## src/common/rr_defs.svh

```systemverilog
`ifndef RR_DEFS_SVH
`define RR_DEFS_SVH

// Channel payload widths
`define RR_ADDR_W 16
`define RR_DATA_W 32

// Entries held by each log FIFO and by the replay FIFO
`define RR_FIFO_DEPTH 8

// Fill count at which almost-full is raised
`define RR_ALMFUL_LEVEL 6

// Shell-to-circuit write channels A and B
`define RR_NUM_CHAN 2

`endif
```

## src/common/rr_pkg.sv

```systemverilog
`include "rr_defs.svh"

package rr_pkg;

  // Channel tag carried by every log entry
  typedef logic rr_chan_id_t;

  localparam rr_chan_id_t CHAN_A = 1'b0;
  localparam rr_chan_id_t CHAN_B = 1'b1;

  // One completed write transfer
  typedef struct packed {
    logic [`RR_ADDR_W-1:0] addr;
    logic [`RR_DATA_W-1:0] data;
  } rr_xfer_t;

  // Transfer plus the channel it was seen on
  typedef struct packed {
    rr_chan_id_t chan;
    rr_xfer_t    xfer;
  } rr_log_entry_t;

  // Bit 0 is recorder A, bit 1 recorder B, bit 2 the replayer
  typedef struct packed {
    logic [2:0] overflow;
    logic [2:0] almful;
  } rr_status_t;

endpackage

```

## src/common/rr_chan_if.sv

```systemverilog
`timescale 1ns/1ps
`include "rr_defs.svh"

// Valid/ready write channel with one address and one data word
interface rr_chan_if;
  logic                  valid;
  logic                  ready;
  logic [`RR_ADDR_W-1:0] addr;
  logic [`RR_DATA_W-1:0] data;

  // Source holds valid and payload stable until ready
  modport source (
    output valid,
    output addr,
    output data,
    input  ready
  );

  // Sink answers with ready only
  modport sink (
    input  valid,
    input  addr,
    input  data,
    output ready
  );
endinterface

```

## src/rr_top.sv

```systemverilog
`timescale 1ns/1ps
`include "rr_defs.svh"

// Record-and-replay shim between the shell and the user circuit
module rr_top (
  input  logic                  clk,
  input  logic                  rstn,
  // Mode and status
  input  logic                  i_record_en,
  input  logic                  i_replay_en,
  input  logic                  i_status_clr,
  output logic [2:0]            o_overflow,
  output logic [2:0]            o_almful,
  // Shell channels
  input  logic                  i_sh_a_valid,
  output logic                  o_sh_a_ready,
  input  logic [`RR_ADDR_W-1:0] i_sh_a_addr,
  input  logic [`RR_DATA_W-1:0] i_sh_a_data,
  input  logic                  i_sh_b_valid,
  output logic                  o_sh_b_ready,
  input  logic [`RR_ADDR_W-1:0] i_sh_b_addr,
  input  logic [`RR_DATA_W-1:0] i_sh_b_data,
  // Circuit channels
  output logic                  o_cl_a_valid,
  input  logic                  i_cl_a_ready,
  output logic [`RR_ADDR_W-1:0] o_cl_a_addr,
  output logic [`RR_DATA_W-1:0] o_cl_a_data,
  output logic                  o_cl_b_valid,
  input  logic                  i_cl_b_ready,
  output logic [`RR_ADDR_W-1:0] o_cl_b_addr,
  output logic [`RR_DATA_W-1:0] o_cl_b_data,
  // Log output
  output logic                  o_log_valid,
  input  logic                  i_log_ready,
  output logic                  o_log_chan,
  output logic [`RR_ADDR_W-1:0] o_log_addr,
  output logic [`RR_DATA_W-1:0] o_log_data,
  // Replay input
  input  logic                  i_rp_valid,
  output logic                  o_rp_ready,
  input  logic                  i_rp_chan,
  input  logic [`RR_ADDR_W-1:0] i_rp_addr,
  input  logic [`RR_DATA_W-1:0] i_rp_data
);
  import rr_pkg::*;

  rr_chan_if sh_a_if ();
  rr_chan_if sh_b_if ();
  rr_chan_if rp_a_if ();
  rr_chan_if rp_b_if ();
  rr_chan_if cl_a_if ();
  rr_chan_if cl_b_if ();

  logic     [`RR_NUM_CHAN-1:0] rec_valid;
  rr_xfer_t [`RR_NUM_CHAN-1:0] rec_xfer;
  logic     [`RR_NUM_CHAN-1:0] rec_pop;
  rr_log_entry_t               log_entry;
  rr_log_entry_t               rp_entry;
  logic     [2:0]              fifo_overflow;
  logic     [2:0]              fifo_almful;
  rr_status_t                  status;

  ////////////////////////////////////////
  // Plain ports onto the channel buses
  ////////////////////////////////////////
  assign sh_a_if.valid = i_sh_a_valid;
  assign sh_a_if.addr  = i_sh_a_addr;
  assign sh_a_if.data  = i_sh_a_data;
  assign o_sh_a_ready  = sh_a_if.ready;
  assign sh_b_if.valid = i_sh_b_valid;
  assign sh_b_if.addr  = i_sh_b_addr;
  assign sh_b_if.data  = i_sh_b_data;
  assign o_sh_b_ready  = sh_b_if.ready;

  assign o_cl_a_valid  = cl_a_if.valid;
  assign o_cl_a_addr   = cl_a_if.addr;
  assign o_cl_a_data   = cl_a_if.data;
  assign cl_a_if.ready = i_cl_a_ready;
  assign o_cl_b_valid  = cl_b_if.valid;
  assign o_cl_b_addr   = cl_b_if.addr;
  assign o_cl_b_data   = cl_b_if.data;
  assign cl_b_if.ready = i_cl_b_ready;

  // Log stream fields
  assign o_log_chan = log_entry.chan;
  assign o_log_addr = log_entry.xfer.addr;
  assign o_log_data = log_entry.xfer.data;

  // Replay stream fields
  assign rp_entry.chan      = i_rp_chan;
  assign rp_entry.xfer.addr = i_rp_addr;
  assign rp_entry.xfer.data = i_rp_data;

  assign o_overflow = status.overflow;
  assign o_almful   = status.almful;

  ////////////////////////////////////////
  // Channel recorders
  ////////////////////////////////////////
  rr_channel_recorder chan_a_recorder (
    .clk        (clk),
    .rstn       (rstn),
    .i_record_en(i_record_en),
    .i_replay_en(i_replay_en),
    .sh         (sh_a_if),
    .rp         (rp_a_if),
    .cl         (cl_a_if),
    .o_log_valid(rec_valid[0]),
    .o_log_xfer (rec_xfer[0]),
    .i_log_pop  (rec_pop[0]),
    .o_almful   (fifo_almful[0]),
    .o_overflow (fifo_overflow[0])
  );

  rr_channel_recorder chan_b_recorder (
    .clk        (clk),
    .rstn       (rstn),
    .i_record_en(i_record_en),
    .i_replay_en(i_replay_en),
    .sh         (sh_b_if),
    .rp         (rp_b_if),
    .cl         (cl_b_if),
    .o_log_valid(rec_valid[1]),
    .o_log_xfer (rec_xfer[1]),
    .i_log_pop  (rec_pop[1]),
    .o_almful   (fifo_almful[1]),
    .o_overflow (fifo_overflow[1])
  );

  // Both channel logs into one tagged stream
  rr_log_merge log_merge (
    .clk        (clk),
    .rstn       (rstn),
    .i_record_en(i_record_en),
    .i_valid    (rec_valid),
    .i_xfer     (rec_xfer),
    .o_pop      (rec_pop),
    .o_log_valid(o_log_valid),
    .i_log_ready(i_log_ready),
    .o_log_entry(log_entry)
  );

  ////////////////////////////////////////
  // Replay and status
  ////////////////////////////////////////
  rr_replayer replayer (
    .clk       (clk),
    .rstn      (rstn),
    .i_rp_valid(i_rp_valid),
    .o_rp_ready(o_rp_ready),
    .i_rp_entry(rp_entry),
    .rp_a      (rp_a_if),
    .rp_b      (rp_b_if),
    .o_almful  (fifo_almful[2]),
    .o_overflow(fifo_overflow[2])
  );

  rr_status status_reg (
    .clk       (clk),
    .rstn      (rstn),
    .i_clr     (i_status_clr),
    .i_overflow(fifo_overflow),
    .i_almful  (fifo_almful),
    .o_status  (status)
  );
endmodule

```

## src/rr_status.sv

```systemverilog
`timescale 1ns/1ps

// Sticky overflow and real-time almost-full status
module rr_status (
  input  logic               clk,
  input  logic               rstn,
  input  logic               i_clr,
  input  logic [2:0]         i_overflow,
  input  logic [2:0]         i_almful,
  output rr_pkg::rr_status_t o_status
);
  import rr_pkg::*;

  rr_status_t status_q;

  always_ff @(posedge clk) begin
    if (!rstn) begin
      status_q <= '0;
    end else begin
      // New overflow pulses survive a clear in the same cycle
      status_q.overflow <= (i_clr ? 3'b000 : status_q.overflow) | i_overflow;
      // Almost-full only follows the FIFOs
      status_q.almful   <= i_almful;
    end
  end

  assign o_status = status_q;
endmodule

```

## src/replay/rr_replayer.sv

```systemverilog
`timescale 1ns/1ps

// Queues the incoming log and drives the replay channels in log order
module rr_replayer (
  input  logic                  clk,
  input  logic                  rstn,
  input  logic                  i_rp_valid,
  output logic                  o_rp_ready,
  input  rr_pkg::rr_log_entry_t i_rp_entry,
  rr_chan_if.source             rp_a,
  rr_chan_if.source             rp_b,
  output logic                  o_almful,
  output logic                  o_overflow
);
  import rr_pkg::*;

  rr_log_entry_t head;
  logic          live_q;
  logic          fifo_push;
  logic          fifo_pop;
  logic          fifo_empty;
  logic          fifo_full;

  // Input stays closed for the first cycle after reset
  always_ff @(posedge clk) begin
    if (!rstn) begin
      live_q <= 1'b0;
    end else begin
      live_q <= 1'b1;
    end
  end

  assign o_rp_ready = live_q & ~fifo_full;
  assign fifo_push  = i_rp_valid & o_rp_ready;

  rr_log_fifo #(
    .payload_t(rr_log_entry_t)
  ) replay_fifo (
    .clk       (clk),
    .rstn      (rstn),
    .i_push    (fifo_push),
    .i_data    (i_rp_entry),
    .i_pop     (fifo_pop),
    .o_data    (head),
    .o_empty   (fifo_empty),
    .o_full    (fifo_full),
    .o_almful  (o_almful),
    .o_overflow(o_overflow)
  );

  ////////////////////////////////////////
  // Head routing by tag
  ////////////////////////////////////////
  // Only the head is offered so an A entry blocks any later B entry
  assign rp_a.valid = ~fifo_empty & (head.chan == CHAN_A);
  assign rp_a.addr  = head.xfer.addr;
  assign rp_a.data  = head.xfer.data;

  assign rp_b.valid = ~fifo_empty & (head.chan == CHAN_B);
  assign rp_b.addr  = head.xfer.addr;
  assign rp_b.data  = head.xfer.data;

  // Head leaves once its channel completes
  assign fifo_pop = (rp_a.valid & rp_a.ready) | (rp_b.valid & rp_b.ready);
endmodule

```

## src/record/rr_log_merge.sv

```systemverilog
`timescale 1ns/1ps
`include "rr_defs.svh"

// Round-robin merge of the channel logs into one tagged stream
module rr_log_merge (
  input  logic                                  clk,
  input  logic                                  rstn,
  input  logic                                  i_record_en,
  input  logic             [`RR_NUM_CHAN-1:0]   i_valid,
  input  rr_pkg::rr_xfer_t [`RR_NUM_CHAN-1:0]   i_xfer,
  output logic             [`RR_NUM_CHAN-1:0]   o_pop,
  output logic                                  o_log_valid,
  input  logic                                  i_log_ready,
  output rr_pkg::rr_log_entry_t                 o_log_entry
);
  import rr_pkg::*;

  rr_chan_id_t prio_q;
  rr_chan_id_t held_chan_q;
  logic        held_q;
  rr_chan_id_t grant;
  logic        accept;

  // A stalled offer keeps its channel so the output stays stable
  always_comb begin
    if (held_q) begin
      grant = held_chan_q;
    end else if (i_valid[prio_q]) begin
      grant = prio_q;
    end else begin
      grant = ~prio_q;
    end
  end

  // Record gate that keeps queued entries waiting while low
  assign o_log_valid = i_record_en & (|i_valid);
  assign accept      = o_log_valid & i_log_ready;

  assign o_log_entry.chan = grant;
  assign o_log_entry.xfer = i_xfer[grant];

  // Pop the granted head on acceptance
  assign o_pop = accept ? (`RR_NUM_CHAN'(1) << grant) : '0;

  always_ff @(posedge clk) begin
    if (!rstn) begin
      prio_q      <= CHAN_A;
      held_q      <= 1'b0;
      held_chan_q <= CHAN_A;
    end else begin
      held_q      <= o_log_valid & ~i_log_ready;
      held_chan_q <= grant;
      // Turn priority away from the channel just served
      if (accept) begin
        prio_q <= ~grant;
      end
    end
  end
endmodule

```

## src/record/rr_channel_recorder.sv

```systemverilog
`timescale 1ns/1ps

// Source select and transfer logging for one shell-to-circuit channel
module rr_channel_recorder (
  input  logic             clk,
  input  logic             rstn,
  input  logic             i_record_en,
  input  logic             i_replay_en,
  rr_chan_if.sink          sh,
  rr_chan_if.sink          rp,
  rr_chan_if.source        cl,
  output logic             o_log_valid,
  output rr_pkg::rr_xfer_t o_log_xfer,
  input  logic             i_log_pop,
  output logic             o_almful,
  output logic             o_overflow
);
  import rr_pkg::*;

  rr_xfer_t log_xfer;
  logic     log_push;
  logic     log_empty;

  ////////////////////////////////////////
  // Source select toward the circuit
  ////////////////////////////////////////
  // Replay mode hands the circuit to the replayer
  assign cl.valid = i_replay_en ? rp.valid : sh.valid;
  assign cl.addr  = i_replay_en ? rp.addr : sh.addr;
  assign cl.data  = i_replay_en ? rp.data : sh.data;

  // Ready returns to the selected source only
  assign sh.ready = ~i_replay_en & cl.ready;
  assign rp.ready = i_replay_en & cl.ready;

  ////////////////////////////////////////
  // Logging
  ////////////////////////////////////////
  // Circuit side is logged so replayed traffic is recorded too
  assign log_push      = i_record_en & cl.valid & cl.ready;
  assign log_xfer.addr = cl.addr;
  assign log_xfer.data = cl.data;

  // Logging never stalls the channel
  rr_log_fifo #(
    .payload_t(rr_xfer_t)
  ) log_fifo (
    .clk       (clk),
    .rstn      (rstn),
    .i_push    (log_push),
    .i_data    (log_xfer),
    .i_pop     (i_log_pop),
    .o_data    (o_log_xfer),
    .o_empty   (log_empty),
    .o_full    (),
    .o_almful  (o_almful),
    .o_overflow(o_overflow)
  );

  assign o_log_valid = ~log_empty;
endmodule

```

## src/rr_log_fifo.sv

```systemverilog
`timescale 1ns/1ps
`include "rr_defs.svh"

// Register-array FIFO shared by the log and replay paths
module rr_log_fifo #(
  parameter type payload_t = logic
) (
  input  logic     clk,
  input  logic     rstn,
  input  logic     i_push,
  input  payload_t i_data,
  input  logic     i_pop,
  output payload_t o_data,
  output logic     o_empty,
  output logic     o_full,
  output logic     o_almful,
  output logic     o_overflow
);
  localparam int DEPTH = `RR_FIFO_DEPTH;
  localparam int PTR_W = $clog2(DEPTH);
  localparam int CNT_W = $clog2(DEPTH + 1);

  payload_t         mem [DEPTH];
  logic [PTR_W-1:0] wr_ptr_q;
  logic [PTR_W-1:0] rd_ptr_q;
  logic [CNT_W-1:0] count_q;
  logic             do_push;
  logic             do_pop;

  assign o_empty  = (count_q == '0);
  assign o_full   = (count_q == CNT_W'(DEPTH));
  assign o_almful = (count_q >= CNT_W'(`RR_ALMFUL_LEVEL));

  // A push into a full FIFO is lost
  assign do_push    = i_push & ~o_full;
  assign do_pop     = i_pop & ~o_empty;
  assign o_overflow = i_push & o_full;

  // Head is always on the output
  assign o_data = mem[rd_ptr_q];

  always_ff @(posedge clk) begin
    if (do_push) begin
      mem[wr_ptr_q] <= i_data;
    end
  end

  ////////////////////////////////////////
  // Pointers and fill count
  ////////////////////////////////////////
  always_ff @(posedge clk) begin
    if (!rstn) begin
      wr_ptr_q <= '0;
      rd_ptr_q <= '0;
      count_q  <= '0;
    end else begin
      // Explicit wrap so the depth need not be a power of two
      if (do_push) begin
        wr_ptr_q <= (wr_ptr_q == PTR_W'(DEPTH - 1)) ? '0 : wr_ptr_q + 1'b1;
      end
      if (do_pop) begin
        rd_ptr_q <= (rd_ptr_q == PTR_W'(DEPTH - 1)) ? '0 : rd_ptr_q + 1'b1;
      end
      case ({do_push, do_pop})
        2'b10:   count_q <= count_q + 1'b1;
        2'b01:   count_q <= count_q - 1'b1;
        default: count_q <= count_q;
      endcase
    end
  end
endmodule

```

## config.mk

```make
export PLATFORM = sky130hd
export DESIGN_NAME = rr_top
export DESIGN_NICKNAME = d
export VERILOG_FILES = /design/src/common/rr_pkg.sv /design/src/common/rr_chan_if.sv /design/src/rr_top.sv /design/src/rr_status.sv /design/src/replay/rr_replayer.sv /design/src/record/rr_log_merge.sv /design/src/record/rr_channel_recorder.sv /design/src/rr_log_fifo.sv
export VERILOG_INCLUDE_DIRS = /design/src /design/src/common
export SDC_FILE = /design/constraint.sdc
export NUM_CORES = 1
export LEC_CHECK = 0
export BUFFER_PORTS_ARGS = -buffer_cell sky130_fd_sc_hd__buf_4
export CAP_MARGIN = 0
export CORE_ASPECT_RATIO = 0.6
export CORE_MARGIN = 5
export CORE_UTILIZATION = 40
export CTS_CLUSTER_DIAMETER = 60
export DETAILED_ROUTE_END_ITERATION = 10
export RECOVER_POWER = 25
export SYNTH_ARGS = -nofsm -noshare
export SYNTH_HDL_FRONTEND = slang
export SYNTH_SLANG_ARGS = --single-unit
export TNS_END_PERCENT = 100
```

## constraint.sdc

```tcl
create_clock -name clk -period 19.1 [get_ports clk]
set_input_delay 3.82 -clock clk [delete_from_list [all_inputs] [get_ports clk]]
set_output_delay 3.82 -clock clk [all_outputs]
set_load 0.01 [all_outputs]
```

==> impl_results.md <==
- Worst reg2reg path depth: 6
- CTS Buf Count: 107
- Synthesized cell area: 47300 um^2
- P_leak: around 17 nW
- Syn_area_per_cell: roughly 21 um^2
- DP Worst Slack: 9.17 ns
- Crit Path Max Fanout: 86
- Crit end category: primary output
- Ys flop type: edfxtp_1
- Setup_tns: 0 ns
- Synth cell count leaders: 1160 x edfxtp_1, 288 x mux4_2, 113 x mux2i_1, 96 x o21a_1, 77 x nand2_1
- Slew Limit Fails: 65
- Maximum clock frequency: a little over 0.08 GHz
- Syn Inst Count: 2237
- Crit path launch type: input port
- CP bufs+invs: 3
- # fillers: 9704
- Endpoints failing hold: 0
- Port bufs: roughly 310
- Failing checks: max-capacitance violations, max-slew violations
- Clk slew on worst S/H paths: about 0.070 ns
- DIE HEIGHT: around 280 um
- CTS tree: done
- Drt pass-1 iters: 7
- Tightest Pin Transition: 3.58 ns
- CP max stage cell: clkbuf_1
- EDFF count, synth: between 1000 and 1500
- H-Tree Depth: 3
- Maxcap violations: 1
- Synth Net Count: approximately 2400
- Hold-fix buffer count after cts: 0
- Num rows: 97
- Seq cells post-synth: about 1200
- FFs w/ async S/R, synth: 0%
- Share of post-route cells with drive strength above 1: 29.8%
- Global-route wire length before repair: 173000 um
- Antenna violations before repair: 10
- Fin crit period: about 12 ns
- Initial Util: between 40% and 50%
- Pin count of the biggest net entering global routing: 87
- Post-DR vias/cell: ~5.5
- Layout net count: approximately 2800
- Min Hold Slack: around 0.44 ns
- Worst-path cell chain: clkbuf_1 -> buf_4 -> nand2_1 -> o21a_1 -> buf_4
- Die footprint: between 100000 and 150000 um^2
- Yosys Warn Count: 0
- Slew headroom: -139%
- Worst min path class: reg2reg
- DP HPWL: 74700 um
- RSZ-0062 raised after global routing: false
- Number of global-route vias before repair: 24300
- Delay-heaviest family, CP: buffers and inverters
- Synth top area cells: edfxtp_1 74%, mux4_2 14%, mux2i_1 2.4%
- Worst EP required: 15.28 ns
- Multi-input logic area: 11000 um^2
- Core ar.: 117000 um^2
- Yosys top cell area share: 73.7%
- Post-CTS setup repair buffer count: 0
- Post-DRT Antenna Nets: 0
- Register-to-register setup slack: 15.06 ns
- DR WL/cell: between 20 and 30 um
- Setup violators final: 0
- Area growth, synth to finish: 16.3%
- Die width: 454 um
- Part of the cycle the worst path needs: 63.8%
- Peak VDD IR: about 110 uV
- Flip-flop and latch area: around 36000 um^2
- Routability cong.: between 0.7 and 0.8
- Post-Route WL: 120000 um
- Number of library cell types mapped by synthesis: 50
- Grt ovf: 0
- Most common cell on crit path: buf_4
- Slack of the critical path: between 6 and 7 ns
- WP data arrival: 8.37 ns
- Clock latency on the worst-skew pair: 0.72 ns
- Clock Tree Buf Depth: 3
- Layout Skew: 0.0240 ns
- Pwr dens: 102 nW/um^2
- Register area share after synthesis: 75.7%
- Post-cts resize count: 0
- Crit Path Class: in2out
- Count leader, synth: edfxtp_1
- Iter 0 DRT Violations: between 1500 and 2000
- Crit path from: i_replay_en
- CP Depth: 5
- Status: finished with violations
- GRT Total Usage: 19.1%
- Clock sink count: between 1000 and 1500
- Drt drc: 0
- Routed vias: around 23000
- CTS Root Cell: clkbuf_16
- Reg2Reg Capture Point: chan_a_recorder.log_fifo.mem[1][12]
- I/O pin count: 313
- Post-synth top area cell: edfxtp_1
- CP peak stage delay: between 2 and 2.5 ns
- CP endpoint: o_cl_b_data[11]
==> state kept, by name (all words and copies together) (netlist names), named ones only <==
signal / cells
replayer.replay_fifo.wr_ptr_q: 3
replayer.live_q: 1
status_reg.o_status: 6
log_merge.held_q: 1
log_merge.held_chan_q: 1
chan_a_recorder.log_fifo.count_q: 4
chan_b_recorder.log_fifo.rd_ptr_q: 3
replayer.replay_fifo.rd_ptr_q: 3
chan_a_recorder.log_fifo.rd_ptr_q: 3
replayer.replay_fifo.mem: 392
chan_a_recorder.log_fifo.mem: 384
chan_a_recorder.log_fifo.wr_ptr_q: 3
chan_b_recorder.log_fifo.wr_ptr_q: 3
chan_b_recorder.log_fifo.count_q: 4
replayer.replay_fifo.count_q: 4
chan_b_recorder.log_fifo.mem: 384
log_merge.prio_q: 1
==> worst register-to-register path: cells and delay by family (launching register included) <==
family	cells	cell delay, ns
AOI/OAI and AO/OA	1	0.31
buffers and inverters	2	1.54
DFF	1	0.59
muxes	2	1.11
and+or+nand+nor	1	0.18
==> cell usage in the layout (no fill, tap or decap), types with 24 or more instances in the layout <==
master     instances
edfxtp_1        1160
nor2b_1           56
mux2i_1          113
nand2_1           77
buf_4            316
nor2_1            24
dfxtp_1           40
clkbuf_1          70
mux4_2           288
o21a_1            96
a211oi_1          49
clkbuf_16        110
a21oi_1           67
==> cell families (layout without fill, tap and decap cells) <==
group           count (synthesis)  count (layout)  share of synthesized area (%)
fa+ha+maj                      21              21                          0.556
mux                           402             402                           16.1
simple gates                  224             224                           2.54
other cells                     0               7                              0
buf+inv                       132             570                           1.35
compound gates                237             237                           3.45
flops                        1209            1209                           75.7
xor+xnor                       12              12                          0.222
==> stage by stage <==
step / utilization, % / instances / area (um^2) / total power, mW
2_1_floorplan: - / 2237 / 47300 / 3.25
3_3_place_gp: 44.1 / 4061 / 51600 / 3.44
3_5_place_dp: 44.1 / 4061 / 51600 / 3.45
4_1_cts: 47.2 / 4259 / 55200 / 5.65
5_1_grt: 47.0 / 4261 / 55000 / 5.79
6_report: 47.0 / 4266 / 55000 / 5.58
==> per-layer routing <==
metal  vias to the layer above  routed length (um)  part of all wire, %  global-route usage [%]
met5                         -                  41                0.034                       0
met4                         6                3320                  2.8                    5.69
met3                       173                8260                  6.9                    4.81
met2                       714               59700                   50                    31.5
met1                     12400               49200                   41                    25.1
li1                      10000                   -                    -                       -
==> worst min-delay path by stage <==
stage	cells past startpoint	startpoint	slack, ns	to
floorplan	2	replayer.replay_fifo.rd_ptr_q[1]	0.45	flip-flop
global route	2	status_reg.o_status[5]	0.45	status_reg.o_status[5]
CTS	2	status_reg.o_status[5]	0.44	status_reg.o_status[5]
finish	2	status_reg.o_status[5]	0.44	status_reg.o_status[5]
global placement	2	status_reg.o_status[5]	0.42	status_reg.o_status[5]
detailed placement	2	status_reg.o_status[5]	0.43	status_reg.o_status[5]
==> power breakdown <==
part	switching, mW	leakage, nW	total [mW]	internal, mW
clock network	0.960	1.74	2.20	1.24
registers	0.0157	10.8	2.96	2.95
logic	0.250	4.43	0.417	0.167
==> area by class of cell <==
class / instances / area share [%]
timing repair buffer: 369 / 4.68
inverter: 3 / 0.0205
clock buffer: 129 / 5.17
antenna: 7 / 0.0319
multi-input combinational: 896 / 20.0
clock inverter: 69 / 1.33
tap: 1584 / 3.60
sequential: 1209 / 65.2
Note: power is estimated with default switching activity, not from simulation.
